### src/adc_rx_cfg.svh
//******************************
// Receive path configuration
// Widths, FIFO depth and register offsets
//******************************
`ifndef ADC_RX_CFG_SVH
`define ADC_RX_CFG_SVH

// Converter side
`define ADC_RX_NUM_CH      4
`define ADC_RX_SAMPLE_W    16

// Packed output word and its buffer
`define ADC_RX_WORD_W      64
`define ADC_RX_FIFO_DEPTH  8

// APB register window
`define ADC_RX_APB_ADDR_W  12
`define ADC_RX_REG_CTRL    12'h000
`define ADC_RX_REG_STATUS  12'h004
`define ADC_RX_REG_COUNT   12'h008

`endif

### src/adc_rx_pkg.sv
//******************************
// Receive path shared types
//******************************
`default_nettype none

`include "adc_rx_cfg.svh"

package adc_rx_pkg;

  // One converter sample
  typedef logic [`ADC_RX_SAMPLE_W-1:0] sample_t;

  // Output word with lane 0 in the low bits
  typedef sample_t [`ADC_RX_WORD_W/`ADC_RX_SAMPLE_W-1:0] word_t;

  // Bit n enables channel n (I0, Q0, I1, Q1)
  typedef logic [`ADC_RX_NUM_CH-1:0] ch_mask_t;

  // Register byte offsets
  typedef enum logic [`ADC_RX_APB_ADDR_W-1:0] {
    REG_CTRL   = `ADC_RX_REG_CTRL,
    REG_STATUS = `ADC_RX_REG_STATUS,
    REG_COUNT  = `ADC_RX_REG_COUNT
  } reg_addr_e;

endpackage

`default_nettype wire

### src/adc_channel_pack.sv
//******************************
// Channel packer
// Compacts enabled samples into 64-bit words
//******************************
`timescale 1ns/10ps
`default_nettype none

`include "adc_rx_cfg.svh"

module adc_channel_pack (
  input  wire logic                 clk,
  input  wire logic                 rst_n,
  input  wire logic                 run,
  input  wire logic                 cap_valid,
  input  wire adc_rx_pkg::sample_t  cap_data_0,
  input  wire adc_rx_pkg::sample_t  cap_data_1,
  input  wire adc_rx_pkg::sample_t  cap_data_2,
  input  wire adc_rx_pkg::sample_t  cap_data_3,
  input  wire adc_rx_pkg::ch_mask_t cap_mask,
  output logic                      pk_valid,
  output adc_rx_pkg::word_t         pk_word
);

  localparam int NUM_CH = `ADC_RX_NUM_CH;
  localparam int LANES  = `ADC_RX_WORD_W / `ADC_RX_SAMPLE_W;

  adc_rx_pkg::sample_t                              chan [NUM_CH];
  logic [NUM_CH-1:0][`ADC_RX_SAMPLE_W-1:0]          comp;
  logic [2:0]                                       n_en;
  logic [2*LANES-2:0][`ADC_RX_SAMPLE_W-1:0]         merged;
  logic [2:0]                                       total;
  adc_rx_pkg::word_t                                acc;
  // Number of lanes already held in acc
  logic [1:0]                                       lvl;

  assign chan[0] = cap_data_0;
  assign chan[1] = cap_data_1;
  assign chan[2] = cap_data_2;
  assign chan[3] = cap_data_3;

  //******************************
  // Compaction and merge
  //******************************
  // Enabled samples moved down to the low lanes in channel order
  always_comb begin
    comp = '0;
    n_en = '0;
    for (int c = 0; c < NUM_CH; c++) begin
      if (cap_mask[c]) begin
        comp[n_en[1:0]] = chan[c];
        n_en = n_en + 3'd1;
      end
    end
  end

  // New samples appended right after the held lanes
  always_comb begin
    merged = '0;
    for (int j = 0; j < NUM_CH; j++) begin
      merged[lvl + j] = comp[j];
    end
    for (int i = 0; i < LANES - 1; i++) begin
      if (i < lvl) begin
        merged[i] = acc[i];
      end
    end
  end

  // Bit 2 flags a complete word and the low bits count the leftover lanes
  assign total = {1'b0, lvl} + n_en;

  //******************************
  // Accumulator and output word
  //******************************
  always_ff @(posedge clk or negedge rst_n) begin
    if (!rst_n) begin
      lvl      <= '0;
      pk_valid <= 1'b0;
    end else if (!run) begin
      // Partial word dropped while stopped
      lvl      <= '0;
      pk_valid <= 1'b0;
    end else begin
      pk_valid <= cap_valid & total[2];
      if (cap_valid) begin
        lvl <= total[1:0];
      end
    end
  end

  always_ff @(posedge clk) begin
    if (cap_valid) begin
      if (total[2]) begin
        pk_word <= merged[LANES-1:0];
        acc     <= {{`ADC_RX_SAMPLE_W{1'b0}}, merged[2*LANES-2:LANES]};
      end else begin
        acc <= merged[LANES-1:0];
      end
    end
  end

endmodule

`default_nettype wire

### src/adc_ctrl_regs.sv
//******************************
// APB control and status registers
// Channel enables, format, run, overflow and word count
//******************************
`timescale 1ns/10ps
`default_nettype none

`include "adc_rx_cfg.svh"

module adc_ctrl_regs (
  input  wire logic                          clk,
  input  wire logic                          rst_n,
  input  wire logic                          psel,
  input  wire logic                          penable,
  input  wire logic                          pwrite,
  input  wire logic [`ADC_RX_APB_ADDR_W-1:0] paddr,
  input  wire logic [31:0]                   pwdata,
  input  wire logic                          overflow,
  input  wire logic                          word_sent,
  output logic      [31:0]                   prdata,
  output logic                               pready,
  output logic                               pslverr,
  output adc_rx_pkg::ch_mask_t               ch_mask,
  output logic                               offset_binary,
  output logic                               run
);

  // CTRL field positions
  localparam int FMT_BIT = 4;
  localparam int RUN_BIT = 8;

  adc_rx_pkg::reg_addr_e addr;
  logic                  access;
  logic                  addr_ok;
  logic [31:0]           rd_data;
  logic                  ctrl_wr;
  logic                  status_wr;
  logic                  count_clr;
  logic                  ovf_flag;
  logic [31:0]           word_count;

  //******************************
  // Access decode
  //******************************
  assign addr   = adc_rx_pkg::reg_addr_e'(paddr);
  assign access = psel & penable;

  always_comb begin
    addr_ok = 1'b1;
    rd_data = '0;
    case (addr)
      adc_rx_pkg::REG_CTRL:   rd_data = {23'd0, run, 3'd0, offset_binary, ch_mask};
      adc_rx_pkg::REG_STATUS: rd_data = {31'd0, ovf_flag};
      adc_rx_pkg::REG_COUNT:  rd_data = word_count;
      default:                addr_ok = 1'b0;
    endcase
  end

  // No wait states
  assign pready  = access;
  assign pslverr = access & ~addr_ok;
  assign prdata  = (access & addr_ok) ? rd_data : '0;

  assign ctrl_wr   = access & pwrite & (addr == adc_rx_pkg::REG_CTRL);
  assign status_wr = access & pwrite & (addr == adc_rx_pkg::REG_STATUS);
  // Count restarts as run goes high
  assign count_clr = ctrl_wr & pwdata[RUN_BIT] & ~run;

  //******************************
  // Register state
  //******************************
  always_ff @(posedge clk or negedge rst_n) begin
    if (!rst_n) begin
      ch_mask       <= '0;
      offset_binary <= 1'b0;
      run           <= 1'b0;
    end else if (ctrl_wr) begin
      ch_mask       <= pwdata[`ADC_RX_NUM_CH-1:0];
      offset_binary <= pwdata[FMT_BIT];
      run           <= pwdata[RUN_BIT];
    end
  end

  // Sticky flag where a new overflow wins over a clear in the same cycle
  always_ff @(posedge clk or negedge rst_n) begin
    if (!rst_n) begin
      ovf_flag <= 1'b0;
    end else if (overflow) begin
      ovf_flag <= 1'b1;
    end else if (status_wr && pwdata[0]) begin
      ovf_flag <= 1'b0;
    end
  end

  always_ff @(posedge clk or negedge rst_n) begin
    if (!rst_n) begin
      word_count <= '0;
    end else if (count_clr) begin
      word_count <= '0;
    end else if (word_sent) begin
      word_count <= word_count + 32'd1;
    end
  end

endmodule

`default_nettype wire

### src/adc_output_fifo.sv
//******************************
// Output word FIFO
// Show-ahead stream output that drops and flags on overflow
//******************************
`timescale 1ns/10ps
`default_nettype none

`include "adc_rx_cfg.svh"

module adc_output_fifo #(
  // Power of two and at least 2
  parameter int DEPTH = `ADC_RX_FIFO_DEPTH
) (
  input  wire logic               clk,
  input  wire logic               rst_n,
  input  wire logic               pk_valid,
  input  wire adc_rx_pkg::word_t  pk_word,
  input  wire logic               m_ready,
  output logic                    m_valid,
  output adc_rx_pkg::word_t       m_data,
  output logic                    overflow,
  output logic                    word_sent
);

  localparam int AW = $clog2(DEPTH);

  adc_rx_pkg::word_t mem [DEPTH];
  // Extra MSB tells full from empty
  logic [AW:0]       wr_ptr;
  logic [AW:0]       rd_ptr;
  logic              empty;
  logic              full;
  logic              push;
  logic              pop;

  assign empty = (wr_ptr == rd_ptr);
  assign full  = (wr_ptr[AW] != rd_ptr[AW]) && (wr_ptr[AW-1:0] == rd_ptr[AW-1:0]);

  assign push = pk_valid & ~full;
  assign pop  = m_valid & m_ready;

  // Head entry is presented directly
  assign m_valid = ~empty;
  assign m_data  = mem[rd_ptr[AW-1:0]];

  // Converter side cannot wait so a word into a full buffer is lost
  assign overflow  = pk_valid & full;
  assign word_sent = pop;

  always_ff @(posedge clk or negedge rst_n) begin
    if (!rst_n) begin
      wr_ptr <= '0;
      rd_ptr <= '0;
    end else begin
      if (push) begin
        wr_ptr <= wr_ptr + 1'b1;
      end
      if (pop) begin
        rd_ptr <= rd_ptr + 1'b1;
      end
    end
  end

  always_ff @(posedge clk) begin
    if (push) begin
      mem[wr_ptr[AW-1:0]] <= pk_word;
    end
  end

endmodule

`default_nettype wire

### src/adc_rx_top.sv
//******************************
// ADC receive path top level
// Registers plus capture, pack and FIFO stages
//******************************
`timescale 1ns/10ps
`default_nettype none

`include "adc_rx_cfg.svh"

module adc_rx_top (
  input  wire logic                          clk,
  input  wire logic                          rst_n,
  // APB slave
  input  wire logic                          psel,
  input  wire logic                          penable,
  input  wire logic                          pwrite,
  input  wire logic [`ADC_RX_APB_ADDR_W-1:0] paddr,
  input  wire logic [31:0]                   pwdata,
  output logic      [31:0]                   prdata,
  output logic                               pready,
  output logic                               pslverr,
  // Converter samples
  input  wire logic                          s_valid,
  input  wire adc_rx_pkg::sample_t           s_data_0,
  input  wire adc_rx_pkg::sample_t           s_data_1,
  input  wire adc_rx_pkg::sample_t           s_data_2,
  input  wire adc_rx_pkg::sample_t           s_data_3,
  // Word stream
  output logic                               m_valid,
  output adc_rx_pkg::word_t                  m_data,
  input  wire logic                          m_ready
);

  adc_rx_pkg::ch_mask_t ch_mask;
  logic                 offset_binary;
  logic                 run;

  logic                 cap_valid;
  adc_rx_pkg::sample_t  cap_data_0;
  adc_rx_pkg::sample_t  cap_data_1;
  adc_rx_pkg::sample_t  cap_data_2;
  adc_rx_pkg::sample_t  cap_data_3;
  adc_rx_pkg::ch_mask_t cap_mask;

  logic                 pk_valid;
  adc_rx_pkg::word_t    pk_word;

  logic                 overflow;
  logic                 word_sent;

  adc_ctrl_regs regs_i (
    .clk           (clk),
    .rst_n         (rst_n),
    .psel          (psel),
    .penable       (penable),
    .pwrite        (pwrite),
    .paddr         (paddr),
    .pwdata        (pwdata),
    .overflow      (overflow),
    .word_sent     (word_sent),
    .prdata        (prdata),
    .pready        (pready),
    .pslverr       (pslverr),
    .ch_mask       (ch_mask),
    .offset_binary (offset_binary),
    .run           (run)
  );

  //******************************
  // Sample path
  //******************************
  adc_sample_capture capture_i (
    .clk           (clk),
    .rst_n         (rst_n),
    .run           (run),
    .ch_mask       (ch_mask),
    .offset_binary (offset_binary),
    .s_valid       (s_valid),
    .s_data_0      (s_data_0),
    .s_data_1      (s_data_1),
    .s_data_2      (s_data_2),
    .s_data_3      (s_data_3),
    .cap_valid     (cap_valid),
    .cap_data_0    (cap_data_0),
    .cap_data_1    (cap_data_1),
    .cap_data_2    (cap_data_2),
    .cap_data_3    (cap_data_3),
    .cap_mask      (cap_mask)
  );

  adc_channel_pack pack_i (
    .clk        (clk),
    .rst_n      (rst_n),
    .run        (run),
    .cap_valid  (cap_valid),
    .cap_data_0 (cap_data_0),
    .cap_data_1 (cap_data_1),
    .cap_data_2 (cap_data_2),
    .cap_data_3 (cap_data_3),
    .cap_mask   (cap_mask),
    .pk_valid   (pk_valid),
    .pk_word    (pk_word)
  );

  adc_output_fifo #(
    .DEPTH (`ADC_RX_FIFO_DEPTH)
  ) fifo_i (
    .clk       (clk),
    .rst_n     (rst_n),
    .pk_valid  (pk_valid),
    .pk_word   (pk_word),
    .m_ready   (m_ready),
    .m_valid   (m_valid),
    .m_data    (m_data),
    .overflow  (overflow),
    .word_sent (word_sent)
  );

endmodule

`default_nettype wire

### src/adc_sample_capture.sv
//******************************
// Sample capture stage
// Registers a strobed sample set with format and mask
//******************************
`timescale 1ns/10ps
`default_nettype none

`include "adc_rx_cfg.svh"

module adc_sample_capture (
  input  wire logic                 clk,
  input  wire logic                 rst_n,
  input  wire logic                 run,
  input  wire adc_rx_pkg::ch_mask_t ch_mask,
  input  wire logic                 offset_binary,
  input  wire logic                 s_valid,
  input  wire adc_rx_pkg::sample_t  s_data_0,
  input  wire adc_rx_pkg::sample_t  s_data_1,
  input  wire adc_rx_pkg::sample_t  s_data_2,
  input  wire adc_rx_pkg::sample_t  s_data_3,
  output logic                      cap_valid,
  output adc_rx_pkg::sample_t       cap_data_0,
  output adc_rx_pkg::sample_t       cap_data_1,
  output adc_rx_pkg::sample_t       cap_data_2,
  output adc_rx_pkg::sample_t       cap_data_3,
  output adc_rx_pkg::ch_mask_t      cap_mask
);

  logic                take;
  adc_rx_pkg::sample_t msb_flip;

  assign take = s_valid & run;

  // Offset binary to two's complement is an MSB flip
  assign msb_flip = {offset_binary, {(`ADC_RX_SAMPLE_W-1){1'b0}}};

  // A set with no enabled channel carries nothing downstream
  always_ff @(posedge clk or negedge rst_n) begin
    if (!rst_n) begin
      cap_valid <= 1'b0;
    end else begin
      cap_valid <= take & (|ch_mask);
    end
  end

  // Mask is taken with the data so one set never mixes two masks
  always_ff @(posedge clk) begin
    if (take) begin
      cap_data_0 <= s_data_0 ^ msb_flip;
      cap_data_1 <= s_data_1 ^ msb_flip;
      cap_data_2 <= s_data_2 ^ msb_flip;
      cap_data_3 <= s_data_3 ^ msb_flip;
      cap_mask   <= ch_mask;
    end
  end

endmodule

`default_nettype wire
### config.mk
export PLATFORM = sky130hd
export DESIGN_NAME = adc_rx_top
export DESIGN_NICKNAME = d
export VERILOG_FILES = /design/src/adc_rx_pkg.sv /design/src/adc_channel_pack.sv /design/src/adc_ctrl_regs.sv /design/src/adc_output_fifo.sv /design/src/adc_rx_top.sv /design/src/adc_sample_capture.sv
export VERILOG_INCLUDE_DIRS = /design/src /design/src/src
export SDC_FILE = /design/constraint.sdc
export NUM_CORES = 1
export LEC_CHECK = 0
export BUFFER_PORTS_ARGS = -buffer_cell sky130_fd_sc_hd__buf_4
export CORE_ASPECT_RATIO = 0.5
export CORE_MARGIN = 2
export CORE_UTILIZATION = 40
export CTS_CLUSTER_SIZE = 30
export DETAILED_ROUTE_END_ITERATION = 16
export GPL_ROUTABILITY_DRIVEN = 1
export SYNTH_ARGS = -nofsm -noshare
export SYNTH_HDL_FRONTEND = slang
export SYNTH_HIERARCHICAL = 1
export SYNTH_SLANG_ARGS = --single-unit
### constraint.sdc
create_clock -name clk -period 12 [get_ports clk]
set_clock_uncertainty 0.15 [all_clocks]
set_input_delay 2.4 -clock clk [delete_from_list [all_inputs] [get_ports clk]]
set_output_delay 2.4 -clock clk [all_outputs]
set_load 0.01 [all_outputs]
# After elaboration in Yosys (flattened, before gate mapping)
# Memories as Yosys holds them, arrays and structs flattened.
# Index checks and enable logic that the tools add are counted.
# Widths: inputs -> output; s select.
dict set report classes {
  n_reduce_logical 15
  mux 44
  n_eq_ne 6
  magnitude_cmp 17
  add_sub_neg 10
  bitwise_logic 23
}
# cell n
set ops {}
lappend ops {{$bwmux 112} 3}
lappend ops {{$bwmux 64} 3}
lappend ops {{$mux 64} 3}
lappend ops {{$mux 16} 11}
lappend ops {{$demux 16 s3} 3}
lappend ops {{$demux 16 s2} 4}
lappend ops {{$and 112x64->112} 1}
lappend ops {{$ge 32x1->1 const B} 3}
lappend ops {{$lt 32x4->1 const B} 3}
lappend ops {{$mux 32} 3}
lappend ops {{$pmux 32 s3} 1}
lappend ops {{$xor 16x16->16} 4}
lappend ops {{$mux 48} 1}
lappend ops {{$add 32x1->32 const B} 1}
lappend ops {{$and 1x1->1} 14}
lappend ops {{$eq 12x3->1 const B} 1}
lappend ops {{$eq 12x4->1 const B} 1}
lappend ops {{$logic_not 12->1} 1}
lappend ops {{$logic_and 1x1->1} 9}
lappend ops {{$mux 3} 3}
lappend ops {{$add 4x1->4 const B} 2}
lappend ops {{$mux 1} 7}
lappend ops {{$add 2x2->3 const B} 2}
lappend ops {{$add 3x1->3 const B} 2}
lappend ops {{20 further kinds} 29}
dict set report word_totals {
  mem_count 1
  out_inout_bits 99
  inputBits 115
  ram_bits 512
  regBits 231
}
# name words width rd rd_ports_with_merged_regs wr line_no
set mem_list {}
lappend mem_list {fifo_i.mem 8 64 1 0 1 adc_output_fifo.sv:27} ;# adc_rx_pkg::word_t mem [DEPTH];

# Logic depth before layout (Yosys ltp)
dict set report logic_depth {
  depth_word 17
  depth_mapped 18
}

# Hierarchy
# The synthesis kept the hierarchy.
# mod n_inst seq_area_each_um2 area_each_um2 cells_each
set modules_own_cells {}
lappend modules_own_cells {adc_output_fifo 1 15574.9 19810.2 800}
lappend modules_own_cells {adc_channel_pack 1 3438.3 9446.6 1035}
lappend modules_own_cells {adc_ctrl_regs 1 975.9 2313.5 258}
lappend modules_own_cells {adc_sample_capture 1 2067.0 2119.5 75}

# Worst setup path before layout
# Ideal clock, no wire load.
dict set report synth_path {
  kind {register -> register}
  startpoint {register fifo_i.wr_ptr[1]}
  endpoint {memory fifo_i/mem[1][0] (netlist name) (enable)}
  setup_time_ns 0.667
  arrival_time_ns 7.678
  path_slack_ns 3.505
  t_required_ns 11.183
  path_stages_with_launch 5
  n_path_buf 1
  period_less_slack_ns 8.495
  path_cell_list {dfrtp_1 > buf_2 > xor2_1 > nor4_4 > nor4b_1}
}
dict set report synth_via {
  elab_chain_cells 6
}
# element line_no
set synth_rtl {}
lappend synth_rtl {{start: declaration} adc_output_fifo.sv:29} ;# logic [AW:0] wr_ptr;
lappend synth_rtl {{start signal: assignment} adc_output_fifo.sv:56} ;# wr_ptr <= wr_ptr + 1'b1;
lappend synth_rtl {{$eq 3x3->1} adc_output_fifo.sv:37} ;# assign full = (wr_ptr[AW] != rd_ptr[AW]) && (wr_ptr[AW-1:0] == rd_ptr[AW-1:0]);
lappend synth_rtl {{$logic_and 1x1->1} adc_output_fifo.sv:37}
lappend synth_rtl {{$not 1->1} adc_output_fifo.sv:39} ;# assign push = pk_valid & ~full;
lappend synth_rtl {{$and 1x1->1} adc_output_fifo.sv:39}
lappend synth_rtl {{$mux 1} adc_output_fifo.sv:65} ;# if (push) begin
lappend synth_rtl {{$mux 1 (implied by the code)} adc_output_fifo.sv:66} ;# mem[wr_ptr[AW-1:0]] <= pk_word;
lappend synth_rtl {{end: declaration} adc_output_fifo.sv:27}
# Several ways; a longest one is shown, not always the timed one.

# Worst setup path after layout
dict set report layout_path {
  startpoint {input port paddr[1]}
  endpoint {output port prdata[23]}
}
dict set report layout_via {
  elab_chain_cells 5
  elab_cells_between_ends 8
}
# element line_no
set layout_rtl {}
lappend layout_rtl {{start: declaration} adc_rx_top.sv:17} ;# input wire logic [`ADC_RX_APB_ADDR_W-1:0] paddr,
lappend layout_rtl {{$eq 12x4->1, or another cell as far along} adc_ctrl_regs.sv:51} ;# case (addr)
lappend layout_rtl {{$reduce_or 3->1 (no source line)} -}
lappend layout_rtl {{$mux 1} adc_ctrl_regs.sv:51}
lappend layout_rtl {{$and 1x1->1} adc_ctrl_regs.sv:62} ;# assign prdata = (access & addr_ok) ? rd_data : '0;
lappend layout_rtl {{$mux 32 (*)} adc_ctrl_regs.sv:62}
lappend layout_rtl {{end: declaration} adc_rx_top.sv:19} ;# output logic [31:0] prdata,
# Every way passes the cells marked *; elsewhere a longest branch is shown, timed or not.

==> flow_summary_export.csv <==
group,metric,value,unit
floorplan,die_y,209.2,um
clock_tree,cts_buffers,71,
layout,seqCellArea,0.02207,sq mm
logic_synthesis,yosys.area.top_type,"edfxtp_1",
floorplan,coreArea,0.08361,sq mm
pwr,ir_drop,0.1021,mV
drt,routed_via_density,6.109,
layout,finish.utilization,0.4607,
critical_path,timing.rr.end,"pack_i/pk_word[30]$_DFFE_PP_",
critical_path,path_cells,"buf_4 -> nor4_1 -> nand4_1 -> nor2_1 -> and2_1 -> buf_4",
drt,ant_nets,0,
layout,areaGrowthSynthToFinish,14.34,%
drt,finalWirelength,96000,um
timing,fin_hold_ws,0.3898,ns
pwr,p_leak,0.01257,uW
pwr,clkPwrFrac,0.449,
critical_path,crit_arrival,4.99,ns
logic_synthesis,synthTopCellsByArea,"edfxtp_1 62%, mux4_2 8.6%, dfrtp_1 3.8%, mux2_2 2.4%, nand2_1 1.4%",
place,dp.final_hpwl,60390,um
logic_synthesis,ys_seq_elements,743,
critical_path,endpoint,"prdata[23]",
floorplan,rows,75,
pwr,powerDensity,133.0,mW/mm^2
timing,finalSetupTns,0,ns
timing,maxSlewViolCount,0,
critical_path,critPathTopFamily,"simple AND/OR/NAND/NOR gates",
grt,grtUsageTotal,0.2180,
logic_synthesis,syn_inst,2168,
layout,fill_cells,7207,
logic_synthesis,syn_nets,2298,
job,cap_violations,0,
critical_path,crit_required,9.45,ns
place,dpl_cell_area,0.03616,sq mm
drt,drc_errors,0,
clock_tree,clk_pin_slew_worst_paths,0.07,ns
logic_synthesis,yosysTopAreaCellShare,0.6168,
layout,design_area,0.03852,sq mm
pwr,netSwitchingPower,1006,uW
clock_tree,htreeDepth,3,
floorplan,ios,214,
critical_path,worstPathMaxFanout,23,
pwr,p_int,4118,uW
grt,grt_overflow,0,
timing,hold_violations,0,
floorplan,die-area,0.08670,sq mm
logic_synthesis,ys.flop_type,"edfxtp_1",
logic_synthesis,synth_enable_flop_cells,692,
critical_path,crit_cells,6,
logic_synthesis,synth_cell_type_count,96,
critical_path,cp_num_buf_inv,2,
clock_tree,clockBufferDepth,3,
layout,multi_input_area,0.01081,sq mm
pwr,swShare,0.1963,
critical_path,start_kind,"input port",
timing,rsz0062_at_grt,"no",
critical_path,reg2reg_slack,6.42,ns
logic_synthesis,yosysSeqAreaShare,0.6547,
clock_tree,clock_latency,0.65,ns
logic_synthesis,synthArstFlopShare,0.06864,
critical_path,path_common_cell,"buf_4",
clock_tree,post_cts_buffers,0,
pwr,seq_power_share,0.545,
layout,fin_nets,2450,
clock_tree,holdBufCountCts,0,
drt,firstDrtPassIters,6,
floorplan,die_x,414.4,um
critical_path,crit_slowest_cell,"nor2_1",
critical_path,r2r-start,"capture_i/cap_mask[1]$_DFFE_PP_",
critical_path,rr_worst_depth,10,
grt,grt_pass1_vias,20430,
drt,wl_per_cell,27.48,um
clock_tree,cts_tree,"built",
logic_synthesis,synth_warnings,6,
grt,antenna_found_initial,9,
critical_path,critPathLaunch,"paddr[1]",
layout,layout-drive-gt1-share,0.2560,
place,port_buffers,187,
logic_synthesis,avgSynthCellArea,15.54,sq um
drt,vias,21340,
timing,fmax,132.6,MHz
timing,min_period,7.542,ns
pwr,combPwrFrac,0.006,
clock_tree,cts_num_sinks,743,
place,gp_congestion,0.9081,
critical_path,crit_type,"input port to output pin",
critical_path,crit_path_max_incr_delay,0.99,ns
timing,min_period_over_period,0.6285,
timing,slew_headroom,0.2273,
logic_synthesis,synth_area,0.03369,sq mm
grt,grt_pass1_wl,140500,um
floorplan,floorplan.initialDensity,0.4029,
drt,drtIter0Drc,2816,
timing,setup_violations,0,
pwr,power,5124,uW
clock_tree,cts_root_buffer,"clkbuf_16",
critical_path,cp-end-kind,"output pin",
grt,grt_max_degree,70,
clock_tree,cts-resized-gates,0,
outcome,outcome,"finished clean",
min_path,hold_path_class,"flip-flop to flip-flop",
timing,worstMarginPinSlew,1.151,ns
-- per-stage QoR --
stage	worst slack, ns	instances
after detailed placement	4.570	3363
final	4.458	3493
after CTS	4.556	3491
after floorplan	3.505	2168
after global routing	4.295	3491
after global placement	4.676	3363
-- power by group through the flow --
stage | Clock [uW] | Combinational [uW] | Sequential [uW]
floorplan | 0 | 4.12 | 2850
global placement | 0 | 33.5 | 2850
detailed placement | 0 | 33.8 | 2850
CTS | 2340 | 33.8 | 2790
global route | 2440 | 36.2 | 2790
finish | 2300 | 33.1 | 2790
-- final cells by class --
| type | instances | area share |
|---|---|---|
| flip-flops and latches | 743 | 0.5729 |
| diodes | 2 | 0.0001299 |
| multi-input cells | 1240 | 0.2807 |
| clock buffers | 91 | 0.05025 |
| well taps | 1116 | 0.03625 |
| clock inverters | 37 | 0.01082 |
| repair buffers | 239 | 0.04658 |
| inverters | 25 | 0.002436 |
-- synthesized netlist by cell type, types with 17 or more instances --
| cell | instances |
|---|---|
| mux2_2 | 73 |
| mux2i_1 | 23 |
| o211ai_1 | 24 |
| o22ai_1 | 53 |
| a221oi_1 | 25 |
| dfrtp_1 | 51 |
| nand4_1 | 18 |
| edfxtp_1 | 692 |
| buf_6 | 19 |
| a22o_1 | 21 |
| nand2_1 | 128 |
| a22oi_1 | 17 |
| inv_1 | 23 |
| nand3_1 | 42 |
| a211oi_1 | 21 |
| o21ai_0 | 80 |
| a21oi_1 | 93 |
| o31ai_1 | 30 |
| and2_1 | 37 |
| mux4_2 | 128 |
| o32ai_1 | 22 |
| nor2_1 | 72 |
| clkbuf_1 | 78 |
| buf_2 | 48 |
| and3_1 | 21 |
-- per-layer routing --
metal,track usage,vias to the layer above,share of wire
met4,0.05040,2,0.021
met5,0,-,0.00010
met2,0.3192,979,0.44
met3,0.04917,158,0.083
li1,-,9227,-
met1,0.3301,10970,0.46
-- worst register-to-register path, stage by stage (launching register included) --
cell and delay (ns):
edfxtp_1 0.67, inv_1 0.14, ha_1 0.62, nand4b_4 0.45, nand2_1 0.33, a21oi_1 0.19
o21ai_0 0.14, fa_1 0.64, o21ai_1 0.29, and3_2 0.94, buf_4 0.64
-- cells by family after synthesis --
group	after synthesis	share of synthesized area
compound gates	547	0.1181
xor+xnor	30	0.007799
fa+ha+maj	15	0.005794
buf+inv	185	0.02741
flops	743	0.6547
mux	226	0.1175
simple gates	422	0.06878
-- worst min path at each step --
stage	start	end	slack [ns]	cells past startpoint
after global routing	regs_i/ovf_flag$_DFFE_PN0P_	regs_i/ovf_flag$_DFFE_PN0P_	0.43	2
after detailed placement	regs_i/ovf_flag$_DFFE_PN0P_	regs_i/ovf_flag$_DFFE_PN0P_	0.38	2
after global placement	regs_i/ovf_flag$_DFFE_PN0P_	regs_i/ovf_flag$_DFFE_PN0P_	0.34	2
after floorplan	regs_i/ch_mask[1]$_DFFE_PN0P_	capture_i/cap_mask[1]$_DFFE_PP_	0.31	0
final	regs_i/ovf_flag$_DFFE_PN0P_	regs_i/ovf_flag$_DFFE_PN0P_	0.39	2
after CTS	regs_i/ovf_flag$_DFFE_PN0P_	regs_i/ovf_flag$_DFFE_PN0P_	0.40	2
-- cells in the final DEF, fill, tap and decap left out, types with 15 or more instances in the layout --
master	count
a211oi_1	21
a21oi_1	93
a221oi_1	25
a22o_1	21
a22oi_1	17
a31oi_1	16
and2_1	36
and3_1	20
buf_4	239
clkbuf_1	15
clkbuf_16	74
dfrtp_1	47
edfxtp_1	692
inv_1	23
mux2_2	73
mux2i_1	23
mux4_2	128
nand2_1	127
nand3_1	42
nand4_1	18
nor2_1	69
o211ai_1	24
o21ai_0	80
o22ai_1	53
o31ai_1	30
o32ai_1	22
xor2_1	16
-- state kept, by name (all words and copies together) (netlist names) --
name / flops
capture_i/cap_valid: 1
capture_i/cap_data_1: 16
regs_i/run: 1
regs_i/offset_binary: 1
regs_i/ch_mask: 4
capture_i/cap_data_3: 16
pack_i/acc: 48
fifo_i/wr_ptr: 4
capture_i/cap_data_0: 16
capture_i/cap_mask: 4
pack_i/pk_word: 64
fifo_i/mem: 512
pack_i/lvl: 2
fifo_i/rd_ptr: 4
capture_i/cap_data_2: 16
regs_i/ovf_flag: 1
regs_i/word_count: 32
pack_i/pk_valid: 1
Power figures use the tool's default switching activity.
